$ cat config.mk
export PLATFORM = sky130hd
export DESIGN_NAME = blit_engine
export DESIGN_NICKNAME = d
export VERILOG_FILES = /design/src/common/blit_pkg.sv /design/src/blitter/blit_engine.sv
export SDC_FILE = /design/constraint.sdc
export NUM_CORES = 1
export LEC_CHECK = 0
export CAP_MARGIN = 5
export CORE_MARGIN = 2
export CORE_UTILIZATION = 58
export DETAILED_ROUTE_END_ITERATION = 6
export DONT_BUFFER_PORTS = 1
export PLACE_DENSITY = 0.76
export SYNTH_ARGS = -nofsm -noshare
export SYNTH_HDL_FRONTEND = slang
export SYNTH_SLANG_ARGS = --single-unit
$ cat constraint.sdc
create_clock -name clk -period 5.7 [get_ports clk]
set_input_delay 0.57 -clock clk [delete_from_list [all_inputs] [get_ports clk]]
set_output_delay 0.57 -clock clk [all_outputs]
set_load 0.02 [all_outputs]
$ cat src/common/blit_pkg.sv
package blit_pkg;

    // host register numbers
    typedef enum logic [3:0] {
        MODE    = 4'd0,     // bit 0 selects copy or fill
        RD_MOD  = 4'd1,     // signed read modulo, added per line
        WR_MOD  = 4'd2,     // signed write modulo
        WR_MASK = 4'd3,     // nibble write enables
        WIDTH   = 4'd4,     // words per line
        RD_ADDR = 4'd5,     // source start
        WR_ADDR = 4'd6,     // dest start
        FILL    = 4'd7,     // constant word for fill mode
        COUNT   = 4'd8      // line count, writing it starts a blit
    } blit_reg_e;

    typedef enum logic {
        BLIT_COPY = 1'b0,
        BLIT_FILL = 1'b1
    } blit_mode_e;

    // configuration as seen by the engine at start
    typedef struct packed {
        blit_mode_e         mode;
        logic signed [15:0] rd_mod;
        logic signed [15:0] wr_mod;
        logic [3:0]         wr_mask;
        logic [15:0]        width;
        logic [15:0]        rd_addr;
        logic [15:0]        wr_addr;
        logic [15:0]        fill;
        logic [15:0]        count;
    } blit_cfg_t;

    // live engine state for register read-back
    typedef struct packed {
        logic               busy;
        logic [15:0]        cur_rd_addr;
        logic [15:0]        cur_wr_addr;
        logic [15:0]        lines_left;
    } blit_stat_t;

    // one vram write, nibble enables in nib_mask
    typedef struct packed {
        logic               en;
        logic [15:0]        addr;       // only low ADDR_W bits reach the ram
        logic [15:0]        data;
        logic [3:0]         nib_mask;
    } vram_wr_t;

endpackage

$ cat src/blitter/blit_engine.sv
`timescale 1ns/100ps

module blit_engine #(
    parameter int ADDR_W = 12
) (
    input  logic                 clk,
    input  logic                 reset_i,
    input  blit_pkg::blit_cfg_t  cfg_i,
    input  logic                 start_i,
    output blit_pkg::blit_stat_t stat_o,
    output logic                 rd_en_o,
    output logic [ADDR_W-1:0]    rd_addr_o,
    input  logic [15:0]          rd_data_i,
    output blit_pkg::vram_wr_t   wr_o
);
    import blit_pkg::*;

    typedef enum logic [1:0] {
        IDLE,
        RUN,        // one word issued per cycle
        DRAIN       // last write leaves the pipe
    } state_e;

    state_e state;

    // config captured at start, regs keep moving while busy
    blit_mode_e         mode_q;
    logic signed [15:0] rd_mod_q;
    logic signed [15:0] wr_mod_q;
    logic [3:0]         mask_q;
    logic [15:0]        width_q;
    logic [15:0]        fill_q;

    // address walk
    logic [15:0] rd_line;       // start of current source line
    logic [15:0] wr_line;       // start of current dest line
    logic [15:0] rd_addr;
    logic [15:0] wr_addr;
    logic [15:0] col;           // words left in line minus one
    logic [15:0] lines_left;
    logic [15:0] rd_next;
    logic [15:0] wr_next;
    logic        eol;
    logic        last;

    // write stage, travels alongside the read
    logic        s1_valid;
    logic [15:0] s1_wr_addr;
    logic        s1_last;

    assign eol     = (col == 16'd0);
    assign last    = eol && (lines_left == 16'd1);
    assign rd_next = rd_line + width_q + rd_mod_q;  // wraps mod 2^16
    assign wr_next = wr_line + width_q + wr_mod_q;

    // control state
    always_ff @(posedge clk) begin
        if (reset_i) begin
            state      <= IDLE;
            lines_left <= '0;
            s1_valid   <= 1'b0;
            s1_last    <= 1'b0;
        end else begin
            s1_valid <= (state == RUN);
            s1_last  <= (state == RUN) && last;
            case (state)
                IDLE: begin
                    if (start_i) begin
                        state      <= RUN;
                        lines_left <= cfg_i.count;
                    end
                end
                RUN: begin
                    if (eol) begin
                        lines_left <= lines_left - 16'd1;
                        if (last) state <= DRAIN;
                    end
                end
                DRAIN: begin
                    if (s1_last) state <= IDLE;    // final word written this cycle
                end
                default: state <= IDLE;
            endcase
        end
    end

    // addresses and captured config
    always_ff @(posedge clk) begin
        if (state == IDLE && start_i) begin
            mode_q   <= cfg_i.mode;
            rd_mod_q <= cfg_i.rd_mod;
            wr_mod_q <= cfg_i.wr_mod;
            mask_q   <= cfg_i.wr_mask;
            width_q  <= cfg_i.width;
            fill_q   <= cfg_i.fill;
            rd_line  <= cfg_i.rd_addr;
            wr_line  <= cfg_i.wr_addr;
            rd_addr  <= cfg_i.rd_addr;
            wr_addr  <= cfg_i.wr_addr;
            col      <= cfg_i.width - 16'd1;
        end else if (state == RUN) begin
            s1_wr_addr <= wr_addr;
            if (eol) begin
                // next line start = line start + width + modulo
                rd_line <= rd_next;
                wr_line <= wr_next;
                rd_addr <= rd_next;
                wr_addr <= wr_next;
                col     <= width_q - 16'd1;
            end else begin
                rd_addr <= rd_addr + 16'd1;
                wr_addr <= wr_addr + 16'd1;
                col     <= col - 16'd1;
            end
        end
    end

    // fill mode skips the read
    assign rd_en_o   = (state == RUN) && (mode_q == BLIT_COPY);
    assign rd_addr_o = rd_addr[ADDR_W-1:0];

    always_comb begin
        wr_o.en       = s1_valid;
        wr_o.addr     = s1_wr_addr;
        wr_o.data     = (mode_q == BLIT_FILL) ? fill_q : rd_data_i;
        wr_o.nib_mask = mask_q;   // vram keeps masked-off nibbles
    end

    always_comb begin
        stat_o.busy        = (state != IDLE);
        stat_o.cur_rd_addr = rd_addr;
        stat_o.cur_wr_addr = wr_addr;
        stat_o.lines_left  = lines_left;
    end

    // pipeline must be empty once back in idle
    a_no_wr_idle: assert property (@(posedge clk) disable iff (reset_i)
        (state == IDLE) |-> !wr_o.en);

    // regs must hold off start until the engine is done
    a_start_idle: assert property (@(posedge clk) disable iff (reset_i)
        start_i |-> (state == IDLE));

endmodule

Word level (Yosys, flattened, before mapping). Cells that the tools add are included.

Register bits: 185. Input port bits: 136. Output and inout bits: 99. Word-level logic and storage cells: 73.

Add/subtract/negate cells: 10. Equal/unequal tests: 7. Mux-type cells: 24. Bitwise gates (word level): 2. Reduce and logical (&&, ||, !) cells: 14.

Operators by type and width (number): $mux 16 (18); $add 16x16->16 (4); $sub 16x1->16 const B (4); $add 16x1->16 const B (2); $pmux 16 s2 (1); $eq 16x1->1 const B (1); $logic_not 16->1 (1); $mux 2 (4); $ne 2x2->1 const B (4); $reduce_bool 2->1 (4); $pmux 2 s3 (1); $logic_and 1x1->1 (4); $reduce_and 2->1 (2); $reduce_and 4->1 (1); $reduce_and 3->1 (1); $eq 2x1->1 const B (1); $eq 2x2->1 const B (1); $logic_not 2->1 (1); $not 1->1 (2).

Logic depth before layout (Yosys ltp). Gate-level depths: netlist (run 1).

Depth in word-level cells: 5. Depth in mapped cells: 16. Gate-level depth less buffers: 14.

Worst setup path before layout (run 1). Ideal clock, no wire load.

Path type: in2reg. From: input start_i. To: register col[8], data pin. Setup time: 0.369 ns. Arrival: 5.423 ns. Data required time: 5.331 ns. Path slack: -0.091 ns. Stages on the path: 15. Buffers on the path: 5. Path through: or3b_1 -> buf_6 -> clkinv_8 -> buf_2 -> clkbuf_1 -> clkbuf_1 -> buf_1 -> a21oi_1 -> ha_1 -> o311ai_1 -> a21oi_2 -> or3b_1 -> mux2i_1 -> a2111oi_0 -> a21oi_1.

Cells in the longest elaborated chain, start to end: 2.

Ends and longest elaborated chain: from (decl) (line blit_engine.sv:9) `input logic start_i,`; $logic_and 1x1->1 (line blit_engine.sv:89) `if (state == IDLE && start_i) begin`; $mux 16 (line blit_engine.sv:89); to (signal assigned) (line blit_engine.sv:100) `col <= cfg_i.width - 16'd1;`; to (signal assigned) (line blit_engine.sv:109) `col <= width_q - 16'd1;`; to (signal assigned) (line blit_engine.sv:113) `col <= col - 16'd1;`; to (decl) (line blit_engine.sv:39) `logic [15:0] col;`.

No other way between the ends. A chain may end at the register's enable or synchronous reset.

Worst setup path after layout (run 1).
From: register state[0]. To: register col[8], data pin.

Cells in the longest elaborated chain, start to end: 3.

Ends and longest elaborated chain: from (decl) (line blit_engine.sv:24) `state_e state;`; from (signal assigned) (line blit_engine.sv:59) `state <= IDLE;`; from (signal assigned) (line blit_engine.sv:69) `state <= RUN;`; from (signal assigned) (line blit_engine.sv:76) `if (last) state <= DRAIN;`; $logic_not 2->1 (line blit_engine.sv:89); $logic_and 1x1->1 (line blit_engine.sv:89); $mux 16 (line blit_engine.sv:89).

No other way between the ends.

==> run_results.csv, run 1 <==
group,metric,value,unit
outcome,status,"complete, no violations",
cts,clk_pin_slew,70,ps
routing,dr.pass1.iters,5,
critical_path,worstPathMaxFanout,175,
critical_path,startpoint_type,"flop",
finish,regArea,5360,sq um
timing,min_period,4030,ps
synth,synth_area,10400,sq um
routing,drc,0,
min_path,hp-class,"in -> reg",
timing,fin_tns_setup,0,ps
cts,post_cts_buffers,0,
grt,grt_max_degree,176,
grt,grt_use_total,0.263,
timing,finalMaxSlewViolations,0,
timing,finalCritPeriodShare,0.707,
place,dpl.cell_count,1126,
synth,synth.avg_cell_area,11.0,sq um
floorplan,initial_utilization,0.597,
synth,async_flop_share,0,
synth,synth-seq-area-share,0.515,
floorplan,die_area,19000,sq um
cts,clk_latency,430,ps
synth,yosysUniqueCellTypes,66,
cts,postCtsHoldBufs,0,
floorplan,core_region_area,17400,sq um
power_and_ir_drop,p_leak,4.02,nW
finish,layout_commonest_cell,"edfxtp_1",
timing,setup-violations-final,0,
floorplan,die_x,138,um
synth,netlist_instances,943,
finish,syn_to_final_growth,6.79,%
place,portBuffers,0,
grt,globalRouteOverflowTotal,0,
routing,avgViaCountPerCell,6.24,
floorplan,chipHeight,138,um
finish,multi_input_area,4690,sq um
critical_path,crit_family,"compound AO/OA/AOI/OAI gates",
routing,vias,7238,
place,hpwl,17000,um
critical_path,cp_cell_sequence,"or3b_2, clkinv_8, a21oi_1, ha_1, o311ai_1, a21oi_2, or3b_1, mux2i_1, a2111oi_0, a21oi_1",
grt,antenna_found_initial,1,
place,postPlaceCellArea,10500,sq um
finish,drive_gt1_frac,0.0750,
finish,nNetsFinal,1121,
timing,skew,7.12,ps
timing,timing.hold.ws,202,ps
critical_path,crit_required,5850,ps
finish,final_cell_mix,"165 x edfxtp_1, 110 x nand2_1, 82 x nor2_1, 75 x a21oi_1, 67 x o21ai_0",
timing,fmax,0.248,GHz
cts,cts.sinks,185,
timing,hold_violations,0,
critical_path,cpMaxStageDelayCell,"dfxtp_1",
routing,ant_nets,0,
cts,ctsHtreeMaxLevel,4,
timing,tightest_slew,815,ps
cts,cts_buffers,17,
synth,synth_nets,1144,
finish,fin_area,11100,sq um
synth,synth_edf_count,165,
timing,relSlewSlack,0.457,
critical_path,slowest_delay,770,ps
critical_path,cp-end-kind,"flop",
finish,num-fill-cells,1385,
power_and_ir_drop,power_density,431,nW/um^2
cts,cts-root-buf,"clkbuf_16",
floorplan,rows,48,
synth,synthFlopType,"edfxtp_1",
timing,rsz0062_at_grt,"no",
routing,avgRoutedWirePerCell,21.2,um
cts,cts_resized,0,
grt,grt_pass1_vias,7030,
routing,drt_wl_total,24600,um
power_and_ir_drop,peakVddDrop,0.257,mV
critical_path,worstSetupPathType,"reg -> reg",
grt,grt_pass1_wl,37500,um
critical_path,cp_common_cell,"a21oi_1",
synth,yosys_warnings,0,
synth,ys_ff_latch,185,
cts,cts_max_path_buffers,2,
job,drv_cap,0,
critical_path,crit_buf_inv,1,
routing,drt_iter0_markers,576,
finish,instances_no_fill,1160,
floorplan,ioPinCount,235,
critical_path,arrival,4180,ps
place,finalWeightedCongestion,0.903,
cts,cts_tree,"done",
## synth_stat cells (7+ instances only)
cell type	number	area share
a211oi_1	9	0.0065
a21o_1	8	0.0058
a21oi_1	75	0.036
a31oi_1	8	0.0048
and3_1	12	0.0072
buf_4	13	0.0094
clkbuf_1	26	0.0094
dfxtp_1	20	0.039
edfxtp_1	165	0.48
fa_1	32	0.062
ha_1	33	0.040
inv_1	23	0.0083
mux2_2	18	0.020
nand2_1	111	0.040
nand3_1	26	0.013
nor2_1	82	0.030
nor3_1	20	0.0096
nor4_1	10	0.0060
o21ai_0	67	0.032
o221ai_1	7	0.0059
or3_1	7	0.0042
xnor2_1	43	0.036
xor2_1	30	0.025
## through the flow
stage | util | setup slack [ps] | total power [mW]
6_report | 0.637 | 1670 | 4.78
5_1_grt | 0.637 | 1320 | 5.06
4_1_cts | 0.637 | 1690 | 4.78
3_5_place_dp | 0.602 | 1700 | 3.54
3_3_place_gp | 0.602 | 1840 | 3.48
2_1_floorplan | - | 23.2 | 3.21
## registers in the layout, summed over array words and instances (netlist names)
register	count
rd_line	16
rd_addr	16
col	16
rd_mod_q	16
wr_line	16
s1_valid	1
mode_q	1
fill_q	16
s1_last	1
mask_q	4
lines_left	16
width_q	16
wr_mod_q	16
wr_addr	16
state	2
s1_wr_addr	16
## logic make-up after synthesis
group / synth area share
AO/OA/AOI/OAI: 0.128
AND/OR/NAND/NOR: 0.134
XOR/XNOR: 0.0615
adder cells (fa/ha/maj): 0.101
flip-flops: 0.515
multiplexers: 0.0264
buffers and inverters: 0.0334
## final cells by class
class                      instances  area share
timing repair buffer               7     0.00474
antenna                            2    0.000451
inverter                          24     0.00925
sequential                       185       0.483
multi-input combinational        685       0.423
clock buffer                      22      0.0418
clock inverter                    10      0.0129
tap                              225      0.0254
## report_power, final
part / internal, mW / switching, mW / total, mW
Sequential: 1.75 / 0.264 / 2.02
Combinational: 0.631 / 0.899 / 1.53
Clock: 0.717 / 0.517 / 1.23
## worst register-to-register path, stage by stage, from the launching register on
cell and delay (ps):
dfxtp_1 770, or3b_2 330, clkinv_8 470, a21oi_1 530, ha_1 240, o311ai_1 170
a21oi_2 220, or3b_1 420, mux2i_1 140, a2111oi_0 390, a21oi_1 80
## metal layers
layer  wire length (um)  global-route usage  vias to the layer above
li1                   -                   -                     3388
met5                  0                   0                        -
met2              11800               0.419                      336
met1              10100               0.351                     3480
met3               2130              0.0673                       34
met4                632              0.0884                        0
## final timing paths
path                               from                     endpoint  depth (start not counted)  slack, ps
setup reg to reg  state[0]$_SDFFE_PP0P_             col[8]$_DFFE_PP_                         10       1670
hold / removal                  reset_i  lines_left[10]$_SDFFE_PP0P_                          1        200
hold reg to reg      s1_last$_SDFF_PP0_        state[1]$_SDFFE_PP0P_                          3        550
setup / recovery  state[0]$_SDFFE_PP0P_             col[8]$_DFFE_PP_                         10       1670
Power figures use the tool's default switching activity.
==> inputs of run 2 (changes only) <==
clock period = 3.41 ns   (was 5.7 ns; I/O delays follow)
==> run 2 against run 1 <==
Sequential power grew 66%; power grew 66%; utilization grew 4.5 points; clock-buffer cell count shrank 3; via count grew 3.8%; critical path depth grew 3; routed wire length grew 2.1%; non-clock buffer count grew 82; register-to-register slack lost 1500 ps; sequential share of layout area shrank 3.2 points; clock skew grew 3.7 ps; hold slack lost 140 ps.
==> run_results.csv, run 2 (synthesis gave the netlist of run 1 again) <==
group,metric,value,unit
critical_path,r2r_cells,13,
routing,vias,7510,
floorplan,core_region_area,17400,sq um
place,finalWeightedCongestion,0.889,
power_and_ir_drop,switching_share,0.358,
min_path,min_to,"lines_left[0]$_SDFFE_PP0P_",
grt,grt_max_degree,56,
critical_path,r2r_end,"rd_addr[15]$_DFFE_PP_",
critical_path,startpoint_type,"flop",
place,portBuffers,0,
critical_path,worstSetupPathType,"reg -> reg",
critical_path,reg2reg_from,"width_q[1]$_DFFE_PP_",
timing,rsz0062_at_grt,"no",
min_path,min_from,"cfg_i[0]",
routing,dr.pass1.iters,7,
floorplan,die_area,19000,sq um
timing,setup-violations-final,0,
routing,drc,0,
critical_path,crit_required,3600,ps
cts,ctsHtreeMaxLevel,4,
finish,num-fill-cells,1324,
timing,tightest_slew,763,ps
routing,ant_nets,0,
power_and_ir_drop,netSwitchingPower,2.85,mW
critical_path,cp-end-kind,"flop",
finish,antenna-diode-count,0,
finish,layout_commonest_cell,"edfxtp_1",
cts,cts_max_path_buffers,2,
power_and_ir_drop,power_frac_clock,0.238,
power_and_ir_drop,peakVddDrop,0.420,mV
finish,nNetsFinal,1203,
floorplan,die_x,138,um
power_and_ir_drop,p_leak,4.37,nW
critical_path,critPathLaunch,"width_q[1]$_DFFE_PP_",
timing,fin_tns_setup,0,ps
power_and_ir_drop,sequentialPowerShare,0.421,
job,drv_cap,0,
min_path,hp-class,"in -> reg",
timing,skew,10.8,ps
critical_path,worstPathMaxFanout,3,
cts,cts_tree,"done",
timing,relSlewSlack,0.489,
power_and_ir_drop,power.total,7.96,mW
finish,fin_area,11900,sq um
timing,timing.hold.ws,60.6,ps
power_and_ir_drop,combPwrFrac,0.341,
cts,clk_pin_slew,70,ps
routing,drt_iter0_markers,642,
timing,min_period,3230,ps
cts,cts-root-buf,"clkbuf_16",
cts,cts_buffers,17,
grt,grt_pass1_wl,38700,um
floorplan,ioPinCount,235,
finish,final_cell_mix,"165 x edfxtp_1, 110 x nand2_1, 82 x nor2_1, 75 x a21oi_1, 70 x dlygate4sd3_1",
grt,grt_use_total,0.271,
finish,utilization,0.682,
timing,finalCritPeriodShare,0.948,
timing,hold_violations,0,
power_and_ir_drop,power_density,670,nW/um^2
routing,drt_wl_total,25100,um
cts,clk_latency,430,ps
outcome,status,"complete, no violations",
min_path,holdPathStages,2,
floorplan,initial_utilization,0.597,
place,hpwl,17400,um
timing,fmax,0.309,GHz
floorplan,chipHeight,138,um
finish,syn_to_final_growth,14.4,%
grt,globalRouteOverflowTotal,0,
critical_path,arrival,3430,ps
power_and_ir_drop,p_int,5.10,mW
finish,drive_gt1_frac,0.0857,
grt,antenna_found_initial,0,
routing,avgViaCountPerCell,6.06,
floorplan,rows,48,
routing,avgRoutedWirePerCell,20.3,um
critical_path,regToRegSetupSlack,180,ps
cts,cts.sinks,185,
grt,grt_pass1_vias,7333,
place,postPlaceCellArea,10600,sq um
timing,finalMaxSlewViolations,0,
-- run 2: changes by cell type in the layout (fill, tap and decap cells not counted), moves of 2 or more --
cell	previous run	this run
fa_1	32	30
fa_2	0	2
dlygate4sd3_1	0	70
buf_4	7	16
buf_12	0	3
clkbuf_8	2	0
diode_2	2	0
bufinv_16	3	1
inv_6	1	3
clkinv_1	1	3
-- run 2: worst max-delay path by stage --
stage,cells past startpoint,end
after global placement,13,rd_addr[15]$_DFFE_PP_
after global routing,13,rd_addr[9]$_DFFE_PP_
final,13,rd_addr[15]$_DFFE_PP_
after detailed placement,13,wr_line[15]$_DFFE_PP_
after CTS,13,wr_line[15]$_DFFE_PP_
after floorplan,16,col[8]$_DFFE_PP_
-- run 2: per-layer routing --
| metal | part of all wire | track usage |
|---|---|---|
| met1 | 0.41 | 0.368 |
| met4 | 0.022 | 0.0811 |
| met3 | 0.084 | 0.0673 |
| met2 | 0.49 | 0.433 |
| met5 | 0 | 0 |
-- run 2: power by group through the flow --
stage	Sequential (mW)	Combinational [mW]	Clock (mW)
after CTS	3.35	2.67	1.93
final	3.35	2.71	1.89
after global routing	3.39	3.05	2.03
after global placement	3.39	2.51	0
after floorplan	3.28	2.09	0
after detailed placement	3.39	2.57	0
-- run 2: critical path, stage by stage, from the launching register on --
cell and delay (ps):
edfxtp_1 460, fa_1 490, ha_1 240, inv_1 100, fa_2 230, nor2b_2 50
o31ai_1 320, a211oi_1 130, buf_4 160, nor3_1 250, o31ai_1 110, xnor2_1 200
a21oi_1 100, a21o_1 160
-- run 2: area by class of cell --
cell class	count	area [sq um]	area share
tap	225	282	0.0237
sequential	185	5360	0.451
clock buffer	19	433	0.0364
multi-input combinational	685	4710	0.396
clock inverter	13	119	0.0100
inverter	24	103	0.00863
timing repair buffer	89	881	0.0741
-- run 2: stage by stage --
stage	setup slack, ps	std cells
2_1_floorplan	4.49	943
3_3_place_gp	175	1138
3_5_place_dp	2.99	1138
4_1_cts	13.1	1240
5_1_grt	3.11	1240
6_report	177	1240
-- run 2: timing repair --
item,4_1_cts,5_1_grt
setup endpoints to repair,1,12
pin swaps,1,7
hold buffers,70,0
buffers inserted,0,0
gates resized for setup,0,7
endpoints found under the hold margin,89,0
==> inputs of run 3 (changes only) <==
CORE_MARGIN = 1   (was 2)
==> run 3 against run 2 <==
First-iteration DRC count down 15%; critical endpoint unchanged; critical path depth stayed put; cell count about the same; largest power group unchanged; critical path type unchanged; clock-buffer cell count up 1; combinational power barely moved.
==> run_results.csv, run 3 (synthesis gave the netlist of run 1 again) <==
group,metric,value,unit
routing,vias,7454,
critical_path,crit_family,"adder cells",
floorplan,die_x,136,um
power_and_ir_drop,power.total,7.93,mW
cts,cts.sinks,185,
routing,avgViaCountPerCell,6.02,
critical_path,cp-end-kind,"flop",
timing,min_period,3240,ps
grt,grt_max_degree,135,
cts,cts_max_path_buffers,2,
floorplan,rows,48,
place,portBuffers,0,
critical_path,crit_buf_inv,2,
floorplan,initial_utilization,0.597,
cts,cts_tree,"done",
timing,fmax,0.309,GHz
critical_path,cpMaxStageDelayCell,"fa_1",
critical_path,cp_cell_sequence,"fa_1, ha_1, inv_1, fa_1, nor2b_2, o31ai_1, a211oi_1, buf_4, nor3_1, o31ai_1, xnor2_1, a21oi_1, a21o_1",
power_and_ir_drop,peakVddDrop,0.435,mV
floorplan,ioPinCount,235,
job,drv_cap,0,
finish,nNetsFinal,1204,
timing,finalCritPeriodShare,0.950,
grt,grt_use_total,0.279,
timing,skew,12.5,ps
floorplan,die_area,18500,sq um
finish,drive_gt1_frac,0.0789,
cts,ctsHtreeMaxLevel,4,
finish,antenna-diode-count,0,
power_and_ir_drop,p_leak,4.36,nW
routing,drt_wl_total,25000,um
grt,grt_pass1_vias,7384,
timing,setup-violations-final,0,
cts,clk_latency,430,ps
cts,cts-root-buf,"clkbuf_16",
critical_path,crit_required,3600,ps
critical_path,slowest_delay,540,ps
routing,dr.pass1.iters,5,
floorplan,chipHeight,136,um
cts,clk_pin_slew,70,ps
place,hpwl,17000,um
timing,tightest_slew,765,ps
outcome,status,"complete, no violations",
critical_path,arrival,3430,ps
min_path,hp-class,"in -> reg",
routing,ant_nets,0,
grt,grt_pass1_wl,38500,um
grt,antenna_found_initial,0,
timing,finalMaxSlewViolations,0,
finish,layout_commonest_cell,"edfxtp_1",
routing,avgRoutedWirePerCell,20.2,um
routing,drc,0,
critical_path,startpoint_type,"flop",
cts,cts_buffers,17,
finish,syn_to_final_growth,14.2,%
place,finalWeightedCongestion,0.881,
grt,globalRouteOverflowTotal,0,
critical_path,worstSetupPathType,"reg -> reg",
timing,relSlewSlack,0.489,
timing,hold_violations,0,
critical_path,worstPathMaxFanout,3,
finish,num-fill-cells,1308,
floorplan,core_region_area,17400,sq um
routing,drt_iter0_markers,545,
finish,final_cell_mix,"165 x edfxtp_1, 110 x nand2_1, 82 x nor2_1, 75 x a21oi_1, 70 x dlygate4sd3_1",
power_and_ir_drop,power_density,668,nW/um^2
timing,fin_tns_setup,0,ps
==> run 3: changes by cell type in the layout (fill, tap and decap cells not counted), moves of 2 or more <==
cell	delta
inv_6	-2
clkinv_1	+2
fa_1	+2
fa_2	-2
clkinv_4	-3
==> run 3: final cells by class <==
type | count | area [sq um] | share of cell area
timing repair buffer | 90 | 888 | 0.0748
inverter | 24 | 103 | 0.00864
clock inverter | 10 | 104 | 0.00875
multi-input combinational | 685 | 4700 | 0.396
tap | 225 | 282 | 0.0237
sequential | 185 | 5360 | 0.451
clock buffer | 20 | 437 | 0.0368
==> run 3: layer usage <==
| layer | global-route usage | up-vias | share of wire |
|---|---|---|---|
| met2 | 0.457 | 314 | 0.50 |
| li1 | - | 3546 | - |
| met5 | 0 | - | 0 |
| met4 | 0.0774 | 0 | 0.013 |
| met1 | 0.369 | 3573 | 0.41 |
| met3 | 0.0667 | 21 | 0.079 |
==> run 3: worst paths after layout <==
| path | from | endpoint | slack (ps) | cells after the start |
|---|---|---|---|---|
| max | width_q[1]$_DFFE_PP_ | rd_addr[15]$_DFFE_PP_ | 170 | 13 |
| min | cfg_i[0] | lines_left[0]$_SDFFE_PP0P_ | 60 | 2 |
| max reg2reg | width_q[1]$_DFFE_PP_ | rd_addr[15]$_DFFE_PP_ | 170 | 13 |
| min reg2reg | s1_last$_SDFF_PP0_ | state[1]$_SDFFE_PP0P_ | 550 | 3 |
==> run 3: repair_timing <==
item,in CTS,in global routing
hold endpoints to repair,89,0
buffers inserted,0,1
resized for setup,0,4
endpoints found under the setup margin,0,8
hold buffers,70,0
==> run 3: stage by stage <==
step	hold slack (ps)	utilization	cell area (sq um)	instances	worst slack, ps
6_report	59.4	0.681	11900	1239	171
5_1_grt	64.8	0.681	11900	1239	-2.56
4_1_cts	44.7	0.681	11900	1238	68.7
3_5_place_dp	415	0.609	10600	1138	91.2
3_3_place_gp	412	0.609	10600	1138	152
2_1_floorplan	440	-	10400	943	4.49
==> run 3: where the power goes <==
| part | leakage (nW) | total, mW | switching, mW | internal, mW |
|---|---|---|---|---|
| clock network | 0.256 | 1.90 | 0.833 | 1.06 |
| registers | 1.76 | 3.36 | 0.437 | 2.92 |
| logic | 2.34 | 2.68 | 1.52 | 1.16 |
| total | 4.36 | 7.93 | 2.79 | 5.14 |
