`src/common/blit_pkg.sv`:
```
package blit_pkg;

    // host register numbers
    typedef enum logic [3:0] {
        MODE    = 4'd0,     // bit 0 selects copy or fill
        RD_MOD  = 4'd1,     // signed read modulo, added per line
        WR_MOD  = 4'd2,     // signed write modulo
        WR_MASK = 4'd3,     // nibble write enables
        WIDTH   = 4'd4,     // words per line
        RD_ADDR = 4'd5,     // source start
        WR_ADDR = 4'd6,     // dest start
        FILL    = 4'd7,     // constant word for fill mode
        COUNT   = 4'd8      // line count, writing it starts a blit
    } blit_reg_e;

    typedef enum logic {
        BLIT_COPY = 1'b0,
        BLIT_FILL = 1'b1
    } blit_mode_e;

    // configuration as seen by the engine at start
    typedef struct packed {
        blit_mode_e         mode;
        logic signed [15:0] rd_mod;
        logic signed [15:0] wr_mod;
        logic [3:0]         wr_mask;
        logic [15:0]        width;
        logic [15:0]        rd_addr;
        logic [15:0]        wr_addr;
        logic [15:0]        fill;
        logic [15:0]        count;
    } blit_cfg_t;

    // live engine state for register read-back
    typedef struct packed {
        logic               busy;
        logic [15:0]        cur_rd_addr;
        logic [15:0]        cur_wr_addr;
        logic [15:0]        lines_left;
    } blit_stat_t;

    // one vram write, nibble enables in nib_mask
    typedef struct packed {
        logic               en;
        logic [15:0]        addr;       // only low ADDR_W bits reach the ram
        logic [15:0]        data;
        logic [3:0]         nib_mask;
    } vram_wr_t;

endpackage

```
`src/blitter/blit_regs.sv`:
```
`timescale 1ns/100ps

module blit_regs (
    input  logic                 clk,
    input  logic                 reset_i,
    input  logic                 reg_wr_i,
    input  blit_pkg::blit_reg_e  reg_num_i,
    input  logic [15:0]          reg_data_i,
    output logic [15:0]          reg_rdata_o,
    input  blit_pkg::blit_stat_t stat_i,
    output blit_pkg::blit_cfg_t  cfg_o,
    output logic                 start_o
);
    import blit_pkg::*;

    blit_mode_e         mode_q;
    logic signed [15:0] rd_mod_q;
    logic signed [15:0] wr_mod_q;
    logic [3:0]         mask_q;
    logic [15:0]        width_q;
    logic [15:0]        rd_addr_q;
    logic [15:0]        wr_addr_q;
    logic [15:0]        fill_q;
    logic [15:0]        count_q;
    logic               wr_ok;      // host write accepted this cycle

    // start cycle counts as busy too, engine has not seen it yet
    assign wr_ok = reg_wr_i && !stat_i.busy && !start_o;

    always_ff @(posedge clk) begin
        if (reset_i) begin
            mode_q    <= BLIT_COPY;
            rd_mod_q  <= '0;
            wr_mod_q  <= '0;
            mask_q    <= '0;
            width_q   <= '0;
            rd_addr_q <= '0;
            wr_addr_q <= '0;
            fill_q    <= '0;
            count_q   <= '0;
            start_o   <= 1'b0;
        end else begin
            start_o <= wr_ok && (reg_num_i == COUNT) && (reg_data_i != 16'd0)
                       && (width_q != 16'd0);
            if (stat_i.busy) begin
                // follow the engine so final addresses remain after the blit
                rd_addr_q <= stat_i.cur_rd_addr;
                wr_addr_q <= stat_i.cur_wr_addr;
                count_q   <= stat_i.lines_left;
            end else if (wr_ok) begin
                case (reg_num_i)
                    MODE:    mode_q    <= blit_mode_e'(reg_data_i[0]);
                    RD_MOD:  rd_mod_q  <= reg_data_i;
                    WR_MOD:  wr_mod_q  <= reg_data_i;
                    WR_MASK: mask_q    <= reg_data_i[3:0];
                    WIDTH:   width_q   <= reg_data_i;
                    RD_ADDR: rd_addr_q <= reg_data_i;
                    WR_ADDR: wr_addr_q <= reg_data_i;
                    FILL:    fill_q    <= reg_data_i;
                    COUNT:   count_q   <= reg_data_i;
                    default: ;      // unused numbers, write dropped
                endcase
            end
        end
    end

    always_comb begin
        cfg_o.mode    = mode_q;
        cfg_o.rd_mod  = rd_mod_q;
        cfg_o.wr_mod  = wr_mod_q;
        cfg_o.wr_mask = mask_q;
        cfg_o.width   = width_q;
        cfg_o.rd_addr = rd_addr_q;
        cfg_o.wr_addr = wr_addr_q;
        cfg_o.fill    = fill_q;
        cfg_o.count   = count_q;
    end

    // read-back, one cycle after reg_num_i
    always_ff @(posedge clk) begin
        if (reset_i) begin
            reg_rdata_o <= '0;
        end else begin
            case (reg_num_i)
                MODE:    reg_rdata_o <= {15'd0, mode_q};
                RD_MOD:  reg_rdata_o <= rd_mod_q;
                WR_MOD:  reg_rdata_o <= wr_mod_q;
                WR_MASK: reg_rdata_o <= {12'd0, mask_q};
                WIDTH:   reg_rdata_o <= width_q;
                RD_ADDR: reg_rdata_o <= stat_i.busy ? stat_i.cur_rd_addr : rd_addr_q;
                WR_ADDR: reg_rdata_o <= stat_i.busy ? stat_i.cur_wr_addr : wr_addr_q;
                FILL:    reg_rdata_o <= fill_q;
                COUNT:   reg_rdata_o <= stat_i.busy ? stat_i.lines_left : count_q;
                default: reg_rdata_o <= '0;
            endcase
        end
    end

    // engine must never be retriggered mid-blit
    a_no_start_busy: assert property (@(posedge clk) disable iff (reset_i)
        !(start_o && stat_i.busy));

endmodule

```
`config.mk`:
```
export PLATFORM = sky130hd
export DESIGN_NAME = blit_regs
export DESIGN_NICKNAME = d
export VERILOG_FILES = /design/src/common/blit_pkg.sv /design/src/blitter/blit_regs.sv
export SDC_FILE = /design/constraint.sdc
export NUM_CORES = 1
export LEC_CHECK = 0
export ABC_AREA = 1
export BUFFER_PORTS_ARGS = -buffer_cell sky130_fd_sc_hd__buf_2
export CAP_MARGIN = 25
export CELL_PAD_IN_SITES_DETAIL_PLACEMENT = 0
export CELL_PAD_IN_SITES_GLOBAL_PLACEMENT = 1
export CORE_MARGIN = 4
export CORE_UTILIZATION = 31
export DETAILED_ROUTE_END_ITERATION = 16
export GPL_TIMING_DRIVEN = 0
export PLACE_DENSITY_LB_ADDON = 0.1
export SLEW_MARGIN = 10
export SYNTH_ARGS = -nofsm -noshare
export SYNTH_HDL_FRONTEND = slang
export SYNTH_SLANG_ARGS = --single-unit
```
`constraint.sdc`:
```
create_clock -name clk -period 1.3 [get_ports clk]
set_input_delay 0.26 -clock clk [delete_from_list [all_inputs] [get_ports clk]]
set_output_delay 0.26 -clock clk [all_outputs]
set_load 0.05 [all_outputs]
```
# Yosys cells after proc, flatten, opt, wreduce, memory -nomap -nowiden

Cells that the tools add are included.

Flip-flop bits (word level): 134
Output and inout port bits: 134
Bits of input ports: 72
Logic and storage cells: 56

Equal/unequal tests: 8
Muxes and demuxes: 13
Reduce and logical (&&, ||, !) cells: 23
Bitwise gates (word level): 1

Operators with widths:

| operator             | number |
|---|---|
| $mux W16             | 12 |
| $pmux W16 S9         | 1 |
| $reduce_bool A16 Y1  | 2 |
| $reduce_and A3 Y1    | 6 |
| $eq A4 B3 Y1 const B | 4 |
| $eq A4 B2 Y1 const B | 2 |
| $reduce_bool A2 Y1   | 4 |
| $reduce_and A2 Y1    | 3 |
| $logic_and A1 B1 Y1  | 5 |
| $eq A4 B1 Y1 const B | 1 |
| $eq A4 B4 Y1 const B | 1 |
| $logic_not A4 Y1     | 1 |
| $logic_not A1 Y1     | 2 |
| $not A1 Y1           | 1 |

# Depth between registers and ports, before layout

Gate-level depths: netlist of run 1.

Depth after elaboration: 6
Gate-level depth with buffers: 8
Gate-level depth less buffers: 7

# Worst setup path after synthesis of run 1

OpenSTA, ideal clock, no wires.

Kind: register to register
Start point: reg start_o
End point: reg count_q[10]
Path slack: -0.407 ns
Buffers on the path: 1
Data arrival time: 1.591 ns
Required time: 1.184 ns
Stages on the path, launching flop included: 9
Clock period less this slack: 1.707 ns
Setup time: 0.116 ns
Path through: dfxtp_1 -> inv_1 -> nand3_2 -> nor2_1 -> nor2_2 -> inv_2 -> buf_4 -> nor2_1 -> nor2_1

Longest elaborated chain between the ends: 4

Ends and longest elaborated chain:

| element                             | line            | text |
|---|---|---|
| start: declaration                  | blit_regs.sv:12 | `output logic start_o` |
| start signal: assignment            | blit_regs.sv:43 | `start_o <= wr_ok && (reg_num_i == COUNT) && (reg_data_i != 16'd0)` |
| $logic_not A1 Y1                    | blit_regs.sv:28 | `assign wr_ok = reg_wr_i && !stat_i.busy && !start_o;` |
| $logic_and A1 B1 Y1                 | blit_regs.sv:28 |  |
| $reduce_bool A2 Y1 (no source line) | n/a             |  |
| $reduce_and A2 Y1 (no source line)  | n/a             |  |
| end signal: assignment              | blit_regs.sv:49 | `count_q <= stat_i.lines_left;` |
| end signal: assignment              | blit_regs.sv:60 | `COUNT: count_q <= reg_data_i;` |
| end: declaration                    | blit_regs.sv:24 | `logic [15:0] count_q;` |

Every way passes these cells.
A chain may end at the register's enable or synchronous reset.

# Worst setup path after layout of run 1

Start point: reg start_o
End point: reg rd_mod_q[4]

Longest elaborated chain between the ends: 3

Ends and longest elaborated chain:

| element                            | line            | text |
|---|---|---|
| $logic_not A1 Y1                   | blit_regs.sv:28 |  |
| $logic_and A1 B1 Y1                | blit_regs.sv:28 |  |
| $reduce_and A3 Y1 (no source line) | n/a             |  |
| end signal: assignment             | blit_regs.sv:53 | `RD_MOD: rd_mod_q <= reg_data_i;` |
| end: declaration                   | blit_regs.sv:17 | `logic signed [15:0] rd_mod_q;` |

Every way passes these cells.

==> impl_metrics.py, run 1 <==
metrics = {
    "detailed_routing": {
        "viasPerCell": 4.966,
        "wl_microns": 29770,
        "dr.pass1.iters": 5,
        "drt_iter0_drc": 523,
        "via_count": 7578,
        "wl_per_cell_microns": 19.51,
        "drc_errors": 0,
        "drt.antenna.violating_nets": 0,
    },
    "timing": {
        "finalSetupViolCount": 91,
        "finalMaxSlewViolations": 0,
        "relSlewSlack": 0.3203,
        "postLayoutSetupSlackWorst_ns": -0.1287,
        "finalHoldViolCount": 0,
        "rsz0062_at_grt": "true",
        "fin_hold_ws_ns": 0.1317,
        "tightest_slew_ns": 1.020,
        "min_period_ns": 1.429,
        "clock-skew-final_ns": 0.009555,
        "fmax_ghz": 0.6999,
        "timing.final.crit_share": 1.099,
    },
    "die": {
        "die_w_microns": 151.1,
        "rows": 52,
        "core_sq_um": 20170,
        "initial_core_util": 0.3148,
        "ios": 206,
        "die_y_microns": 151.1,
        "die_area_sq_um": 22840,
    },
    "status": {
        "violations": "negative setup slack",
        "status": "finished with violations",
    },
    "grt": {
        "grt_max_degree": 17,
        "busiest_layer": "met2",
        "grt_use_total": 0.2496,
        "overflow": 0,
        "grt_pass1_vias": 7053,
        "use_met1": 0.3442,
        "antenna_found_initial": 1,
        "grt_first_pass_wirelength_microns": 42190,
        "met2_usage": 0.4014,
        "met3_usage": 0.06164,
    },
    "placement": {
        "dp_hpwl_microns": 21720,
        "gp_congestion": 0.8664,
        "numPortBuffers": 204,
    },
    "clock_network": {
        "clk_pin_slew_ns": 0.06,
        "h-tree-depth": 4,
        "cts-root-buf": "clkbuf_16",
        "clkLatencyLatePin_ns": 0.43,
        "cts_made_buffers": 17,
        "cts_tree": "done",
        "clock_path_buffers": 2,
        "clkSinkCount": 134,
    },
    "synthesis": {
        "synth_edf_count": 0,
        "syn_nets": 1063,
        "ys.flop_type": "dfxtp_1",
        "avgSynthCellArea_sq_um": 6.408,
        "synth_cells": 991,
        "synth.cell_area_sq_um": 6350,
        "synthArstFlopShare": 0,
        "ys_seq_area_frac": 0.4225,
        "yosys_warnings": 0,
        "synth_cell_type_count": 20,
        "ys_ff_latch": 134,
    },
    "finish": {
        "layout_commonest_cell": "nand2_1",
        "drive_above_1_share": 0.3535,
        "nNetsFinal": 1317,
        "num_antenna_cells": 0,
        "layout_common_cells": "nand2_1 (343), a21oi_1 (110), buf_6 (109), buf_2 (93), dfxtp_1 (89)",
        "area_delta_synth_final_pct": 56.22,
    },
    "setup_path": {
        "r2r_cells": 7,
        "critPathLaunchType": "register",
        "crit_slowest_cell": "dfxtp_4",
        "reg2reg_slack_ns": -0.13,
        "end_kind": "register",
        "path_cells": "inv_4, nand3_4, nor3_4, buf_6, clkbuf_16, o21ai_2, a21oi_1",
        "critPathRequiredTime_ns": 1.65,
        "critical_path_class": "register to register",
        "cp_max_fo": 5,
        "cp.arrival_ns": 1.78,
        "crit_path_max_incr_delay_ns": 0.35,
    },
    "min_path": {
        "hp-class": "primary input to register",
        "hold_depth": 3,
    },
    "power": {
        "p_sw_mw": 3.453,
        "p_sw_frac": 0.3051,
        "internal_power_mw": 7.866,
        "power_frac_clock": 0.438,
        "p_per_area_nw_per_um2": 1141,
        "peakVddDrop_uv": 1051,
        "p_leak_nw": 4.676,
        "p_seq_frac": 0.389,
        "total_power_mw": 11.32,
        "combPwrFrac": 0.173,
    },
    "run": {
        "drv_cap": 0,
    },
}
-- kinds of logic after synthesis --
logic type,share of synthesized area
and+or+nand+nor,0.3344
DFF,0.4225
AOI/OAI and AO/OA,0.1734
buffers and inverters,0.06975
-- layer usage --
metal / up-vias / wire [microns]
met5: - / 7
met3: 28 / 2185
met2: 271 / 13760
li1: 3715 / -
met1: 3562 / 13430
met4: 2 / 382
-- cell usage after synthesis, types with 2 or more instances --
| cell type | instances | area [sq um] |
|---|---|---|
| inv_2 | 2 | 7.510 |
| nand2_2 | 3 | 18.77 |
| o21ai_0 | 100 | 500.5 |
| buf_4 | 4 | 30.03 |
| buf_1 | 6 | 22.52 |
| nor2_4 | 2 | 22.52 |
| dfxtp_1 | 134 | 2683 |
| nor3_2 | 2 | 20.02 |
| nor2_2 | 2 | 12.51 |
| nor2_1 | 106 | 397.9 |
| clkbuf_1 | 31 | 116.4 |
| a21oi_1 | 119 | 595.6 |
| nand2_1 | 346 | 1299 |
| buf_2 | 14 | 70.07 |
| nand4_1 | 2 | 12.51 |
| nand3_2 | 3 | 30.03 |
| inv_1 | 51 | 191.4 |
| nand3_1 | 62 | 310.3 |
-- area by class of cell --
type | instances | area (sq um)
Multi-Input combinational cell | 748 | 3593
Timing Repair Buffer | 235 | 2029
Buffer | 56 | 409.1
Tap cell | 270 | 337.8
Inverter | 53 | 224.0
Sequential cell | 134 | 2741
Clock buffer | 17 | 425.4
Clock inverter | 13 | 158.9
Fill cell | 2154 | 10250
-- repair_timing --
action / in CTS / in global routing
pin swaps: 5 / 11
endpoints found under the hold margin: 0 / 0
setup endpoints to repair: 234 / 189
gates resized for setup: 256 / 257
gates cloned: 2 / 4
buffers inserted: 9 / 16
hold buffers: 0 / 0
-- metrics by stage --
| stage | utilization | cell area [sq um] | cells | setup WS [ns] | TNS, ns |
|---|---|---|---|---|---|
| after CTS | 0.4462 | 8999 | 1506 | -0.07680 | -2.038 |
| after global placement | 0.3834 | 7734 | 1465 | -0.6988 | -65.70 |
| after global routing | 0.4918 | 9920 | 1526 | -0.1893 | -12.28 |
| after floorplan | - | 6375 | 991 | 0.002999 | 0 |
| final | 0.4918 | 9920 | 1526 | -0.1287 | -6.036 |
| after detailed placement | 0.3834 | 7734 | 1465 | -0.6974 | -66.27 |
-- state kept, by name (all words and copies together), names as in the netlist --
signal / cells
count_q: 16
fill_q: 16
rd_addr_q: 16
rd_mod_q: 16
reg_rdata_o: 16
width_q: 16
wr_addr_q: 16
wr_mod_q: 16
mask_q: 4
mode_q: 1
start_o: 1
-- power groups by stage --
stage               sequential [mW]  clock, mW  combinational [mW]
floorplan                      4.89          0               0.599
global placement               4.45          0                1.65
detailed placement             4.45          0                1.65
CTS                            4.37       5.01                1.81
global route                   4.41       5.17                2.10
finish                         4.40       4.96                1.96
-- worst paths after layout --
path | start | to
worst min-delay path | reg_data_i[0] | mode_q$_SDFFE_PP0P_
worst max-delay path | start_o$_SDFF_PP0_ | rd_mod_q[4]$_SDFFE_PP0P_
worst min register to register | wr_mod_q[5]$_SDFFE_PP0P_ | wr_mod_q[5]$_SDFFE_PP0P_
worst max register to register | start_o$_SDFF_PP0_ | rd_mod_q[4]$_SDFFE_PP0P_
-- critical path, delay by kind of cell, from the launching register on --
kind | cells | cell delay (ns)
flops | 1 | 0.35
simple gates | 2 | 0.42
compound gates | 2 | 0.18
buf+inv | 3 | 0.39
Power figures use the tool's default switching activity.
==> run 2: changes to the inputs <==
--- a/config.mk
+++ b/config.mk
@@ -8,13 +8,12 @@
 export ABC_AREA = 1
 export BUFFER_PORTS_ARGS = -buffer_cell sky130_fd_sc_hd__buf_2
 export CAP_MARGIN = 25
-export CELL_PAD_IN_SITES_DETAIL_PLACEMENT = 0
-export CELL_PAD_IN_SITES_GLOBAL_PLACEMENT = 1
+export CORE_ASPECT_RATIO = 1.4
 export CORE_MARGIN = 4
-export CORE_UTILIZATION = 31
+export CORE_UTILIZATION = 45
 export DETAILED_ROUTE_END_ITERATION = 16
 export GPL_TIMING_DRIVEN = 0
-export PLACE_DENSITY_LB_ADDON = 0.1
+export PLACE_DENSITY = 0.75
 export SLEW_MARGIN = 10
 export SYNTH_ARGS = -nofsm -noshare
 export SYNTH_HDL_FRONTEND = slang
==> run 2 against run 1 <==
  * The flow still finishes with violations (negative setup slack)
  * Total power increased by 3.1%
  * Clock skew increased by 0.00072 ns
  * Routed wire length decreased by 6.0%
  * Setup slack got worse by 0.053 ns
  * Core utilization increased by 20 points
  * Critical path depth unchanged
  * Sequential cell count unchanged
  * Final cell count decreased by 5.2%
  * Critical path type unchanged
  * Critical endpoint unchanged
  * Highest routed layer is now met4
==> impl_metrics.py, run 2 (synthesized netlist as in run 1, its figures left out) <==
metrics = {
    "status": {
        "status": "finished with violations",
        "violations": "negative setup slack",
    },
    "power": {
        "combPwrFrac": 0.161,
        "peakVddDrop_uv": 860.9,
        "internal_power_mw": 8.324,
        "p_sw_mw": 3.349,
        "p_seq_frac": 0.375,
        "p_leak_nw": 4.628,
        "power_frac_clock": 0.464,
        "p_per_area_nw_per_um2": 1227,
        "p_sw_frac": 0.2869,
    },
    "finish": {
        "layout_commonest_cell": "nand2_1",
        "layout_common_cells": "nand2_1 (343), dfxtp_1 (117), a21oi_1 (112), buf_4 (96), buf_2 (87)",
        "layoutNonFillerInstCount": 1446,
        "n_fill_cell": 1151,
        "area_delta_synth_final_pct": 49.83,
        "drive_above_1_share": 0.3151,
        "multiInputGateArea_sq_um": 3470,
        "area.sequential_sq_um": 2706,
        "nNetsFinal": 1319,
    },
    "timing": {
        "rsz0062_at_grt": "true",
        "timing.final.crit_share": 1.139,
        "min_period_ns": 1.481,
        "postLayoutSetupSlackWorst_ns": -0.1812,
        "relSlewSlack": 0.5041,
        "clock-skew-final_ns": 0.01027,
        "fmax_ghz": 0.6751,
        "finalHoldViolCount": 0,
        "finalMaxSlewViolations": 0,
        "tightest_slew_ns": 0.7439,
        "finalSetupViolCount": 102,
    },
    "clock_network": {
        "clk_pin_slew_ns": 0.06,
        "ctsHoldBuffers": 0,
        "clkSinkCount": 134,
        "clkLatencyLatePin_ns": 0.43,
        "cts_made_buffers": 17,
        "clock_path_buffers": 2,
        "h-tree-depth": 4,
        "cts-root-buf": "clkbuf_16",
        "cts_tree": "done",
    },
    "detailed_routing": {
        "drt.antenna.violating_nets": 0,
        "viasPerCell": 5.601,
        "drt_iter0_drc": 802,
        "wl_per_cell_microns": 19.35,
        "via_count": 8099,
        "dr.pass1.iters": 7,
        "wl_microns": 27980,
        "drc_errors": 0,
    },
    "die": {
        "rows": 51,
        "die_area_sq_um": 16100,
        "die_w_microns": 108.4,
        "initial_core_util": 0.4586,
        "die_y_microns": 148.6,
        "core_sq_um": 13850,
        "ios": 206,
    },
    "grt": {
        "antenna_found_initial": 1,
        "grt_use_total": 0.3191,
        "grt_pass1_vias": 7258,
        "grt_first_pass_wirelength_microns": 39180,
        "overflow": 0,
        "grt_max_degree": 17,
    },
    "placement": {
        "dpl_worst_slack_ns": -0.6476,
        "dp_hpwl_microns": 19180,
        "gp_congestion": 0.9720,
        "place_inst": 1380,
        "numPortBuffers": 204,
    },
    "setup_path": {
        "critical_path_class": "register to register",
        "cp.arrival_ns": 1.84,
        "critPathRequiredTime_ns": 1.65,
        "end_kind": "register",
        "critPathLaunchType": "register",
        "cp_max_fo": 6,
    },
    "min_path": {
        "hp-class": "primary input to register",
    },
    "run": {
        "drv_cap": 0,
    },
}
-- run 2: cell types whose count changed in the layout (fill, tap and decap cells not counted), moves of 13 or more --
cell and change:
buf_6 -47, buf_4 +48, o21ai_1 +23, dfxtp_1 +28, dfxtp_2 -28, o21ai_2 -13
-- run 2: power groups by stage --
stage	sequential [mW]	combinational (mW)	clock [mW]
6_report	4.38	1.88	5.41
5_1_grt	4.39	1.99	5.56
3_3_place_gp	4.44	1.59	0
4_1_cts	4.36	1.70	5.40
2_1_floorplan	4.89	0.599	0
3_5_place_dp	4.44	1.59	0
-- run 2: per-layer routing --
metal,global-route usage,share of wire,vias up
met5,0,0,-
met4,0.1706,0.071,0
met3,0.06036,0.11,158
met2,0.5448,0.49,583
met1,0.3748,0.34,3639
li1,-,-,3719
-- run 2: timing repair --
item / 4_1_cts / 5_1_grt
setup buffers: 7 / 24
gates cloned: 1 / 3
resized for setup: 174 / 227
endpoints found under the setup margin: 224 / 161
pin swaps: 3 / 11
-- run 2: worst paths after layout --
kind	from	depth (start not counted)	endpoint	slack [ns]
hold reg to reg	fill_q[14]$_SDFFE_PP0P_	2	fill_q[14]$_SDFFE_PP0P_	0.48
setup / recovery	start_o$_SDFF_PP0_	7	rd_mod_q[4]$_SDFFE_PP0P_	-0.18
setup reg to reg	start_o$_SDFF_PP0_	7	rd_mod_q[4]$_SDFFE_PP0P_	-0.18
hold / removal	reg_data_i[0]	3	mode_q$_SDFFE_PP0P_	0.16
-- run 2: cell type report --
cell class | count | share of cell area
Timing Repair Buffer | 239 | 0.1944
Buffer | 54 | 0.04011
Sequential cell | 134 | 0.2845
Clock buffer | 20 | 0.04800
Multi-Input combinational cell | 748 | 0.3647
Inverter | 53 | 0.02275
Tap cell | 185 | 0.02433
Antenna cell | 1 | 0.0002630
Clock inverter | 12 | 0.02104
-- run 2: worst max-delay path, stage by stage, from the launching register on --
cell and delay (ns):
dfxtp_4 0.36, clkinv_4 0.06, nand3_4 0.16, nor3_4 0.31, buf_6 0.17, clkbuf_16 0.14, o21ai_1 0.05, a21oi_1 0.16
-- run 2: stage by stage --
step | total power, mW | area [sq um] | utilization | setup TNS [ns] | hold slack, ns
floorplan | 5.493 | 6375 | - | 0 | 0.3949
detailed placement | 6.032 | 7627 | 0.5508 | -57.68 | 0.4779
CTS | 11.46 | 8801 | 0.6356 | -1.829 | 0.1384
global placement | 6.025 | 7627 | 0.5508 | -55.28 | 0.4735
finish | 11.67 | 9514 | 0.6871 | -8.954 | 0.1556
global route | 11.94 | 9514 | 0.6871 | -15.41 | 0.1800
==> run 3: changes to the inputs <==
--- a/config.mk
+++ b/config.mk
@@ -14,6 +14,7 @@
 export DETAILED_ROUTE_END_ITERATION = 16
 export GPL_TIMING_DRIVEN = 0
 export PLACE_DENSITY = 0.75
+export REMOVE_ABC_BUFFERS = 1
 export SLEW_MARGIN = 10
 export SYNTH_ARGS = -nofsm -noshare
 export SYNTH_HDL_FRONTEND = slang
==> constraint.sdc (replaced) <==
create_clock -name clk -period 1.3 [get_ports clk]
set_input_delay 0.39 -clock clk [delete_from_list [all_inputs] [get_ports clk]]
set_output_delay 0.39 -clock clk [all_outputs]
set_load 0.05 [all_outputs]
==> run 3 against run 2 <==
  * The flow still finishes with violations (negative setup slack)
  * Register-to-register slack got worse by 0.15 ns
  * Sequential power hardly changed
  * Sequential share of layout area fell by 3.0 points
  * Final cell count grew 5.0%
  * Global-route usage is 3.2 points higher
  * Combinational power grew 21%
  * Critical endpoint is now mask_q[0]$_SDFFE_PP0P_
==> impl_metrics.py, run 3 (synthesized netlist as in run 1, its figures left out) <==
metrics = {
    "timing": {
        "rsz0062_at_grt": "true",
        "finalSetupViolCount": 196,
        "finalHoldViolCount": 0,
        "fin_hold_ws_ns": 0.3018,
        "finalMaxSlewViolations": 0,
        "relSlewSlack": 0.6476,
        "tightest_slew_ns": 0.5257,
        "timing.final.crit_share": 1.252,
        "fin_setup_tns_ns": -9.956,
        "clock-skew-final_ns": 0.01360,
        "fmax_ghz": 0.6143,
        "postLayoutSetupSlackWorst_ns": -0.3279,
        "min_period_ns": 1.628,
    },
    "detailed_routing": {
        "dr.pass1.iters": 6,
        "viasPerCell": 5.843,
        "drt.antenna.violating_nets": 0,
        "drt_iter0_drc": 1001,
        "wl_microns": 32550,
        "via_count": 8876,
        "drc_errors": 0,
        "wl_per_cell_microns": 21.43,
    },
    "die": {
        "ios": 206,
        "die_y_microns": 148.6,
        "core_sq_um": 13850,
        "initial_core_util": 0.4586,
        "die_area_sq_um": 16100,
        "die_w_microns": 108.4,
        "rows": 51,
    },
    "setup_path": {
        "end_kind": "register",
        "critPathLaunchType": "register",
        "cp_max_fo": 8,
        "critPathRequiredTime_ns": 1.61,
        "cp.arrival_ns": 1.94,
        "critical_path_class": "register to register",
    },
    "clock_network": {
        "cts_tree": "done",
        "clk_pin_slew_ns": 0.07,
        "h-tree-depth": 4,
        "cts-root-buf": "clkbuf_16",
        "clkLatencyLatePin_ns": 0.43,
        "clkSinkCount": 134,
        "cts_made_buffers": 17,
        "clock_path_buffers": 2,
    },
    "finish": {
        "area_delta_synth_final_pct": 80.14,
        "layout_commonest_cell": "nand2_1",
        "layout_common_cells": "nand2_1 (341), buf_8 (132), buf_4 (122), dfxtp_2 (108), a21oi_1 (102)",
        "drive_above_1_share": 0.4606,
        "nNetsFinal": 1391,
        "final_core_util": 0.8261,
        "design_area_sq_um": 11440,
    },
    "power": {
        "p_per_area_nw_per_um2": 1017,
        "peakVddDrop_uv": 986.1,
        "total_power_mw": 11.63,
        "p_leak_nw": 5.358,
    },
    "placement": {
        "dpl-instance-area_sq_um": 7471,
        "dp_hpwl_microns": 15680,
        "gp_congestion": 0.9380,
        "numPortBuffers": 205,
    },
    "grt": {
        "overflow": 0,
        "grt_use_total": 0.3511,
        "grt_max_degree": 62,
        "grt_pass1_vias": 8330,
        "grt_first_pass_wirelength_microns": 43990,
        "antenna_found_initial": 3,
    },
    "run": {
        "drv_cap": 0,
    },
    "min_path": {
        "hp-class": "primary input to register",
    },
    "status": {
        "violations": "negative setup slack",
        "status": "finished with violations",
    },
}
-- run 3: cell count changes in the layout (fill, tap and decap cells not counted), moves of 24 or more --
cell,before,now
buf_4,96,122
dfxtp_2,16,108
dfxtp_4,1,25
buf_8,4,132
dfxtp_1,117,1
buf_6,62,23
-- run 3: path summary, 6_finish.rpt --
| kind | start | to | slack, ns | cells after the start |
|---|---|---|---|---|
| worst max-delay path | start_o$_SDFF_PP0_ | mask_q[0]$_SDFFE_PP0P_ | -0.33 | 5 |
| worst min-delay path | reg_data_i[14] | rd_mod_q[14]$_SDFFE_PP0P_ | 0.30 | 3 |
| worst max register to register | start_o$_SDFF_PP0_ | mask_q[0]$_SDFFE_PP0P_ | -0.33 | 5 |
| worst min register to register | wr_mod_q[6]$_SDFFE_PP0P_ | wr_mod_q[6]$_SDFFE_PP0P_ | 0.49 | 2 |
-- run 3: worst max-delay path: stages, from the launching register on --
cell and delay (ns):
dfxtp_4 0.35, inv_4 0.07, nand3_4 0.16, nor3_2 0.45
o21ai_0 0.19, a21oi_1 0.29
-- run 3: per-layer routing --
layer	track usage	part of all wire	vias to the layer above	routed length, microns
met5	0	0	-	0
met4	0.2104	0.074	0	2410
met3	0.06947	0.11	207	3421
met2	0.5866	0.48	775	15760
met1	0.4121	0.34	4036	10960
li1	-	-	3858	-
-- run 3: metrics by stage --
stage               setup WS [ns]  std cells
detailed placement         -2.275       1332
global route              -0.3142       1519
global placement           -3.273       1325
CTS                      -0.08795       1490
floorplan                  -1.468        935
finish                    -0.3279       1519
-- run 3: timing repair --
item	4_1_cts	5_1_grt
endpoints found under the setup margin	268	236
resized for setup	624	123
gates cloned	6	5
setup buffers	122	24
pin swaps	16	16
hold buffers	0	0
-- run 3: area by class of cell --
type	instances	area, sq um
flip-flops and latches	134	2912
repair inverters	5	40.04
diodes	3	7.507
fillers	805	2409
clock inverters	11	125.1
multi-input cells	748	3605
clock buffers	20	466.7
repair buffers	360	3807
inverters	53	244.0
well taps	185	231.5
-- run 3: power by group --
group	switching (mW)	total [mW]	internal (mW)
logic	1.41	2.27	0.866
clock network	2.02	4.99	2.97
registers	0.138	4.37	4.23
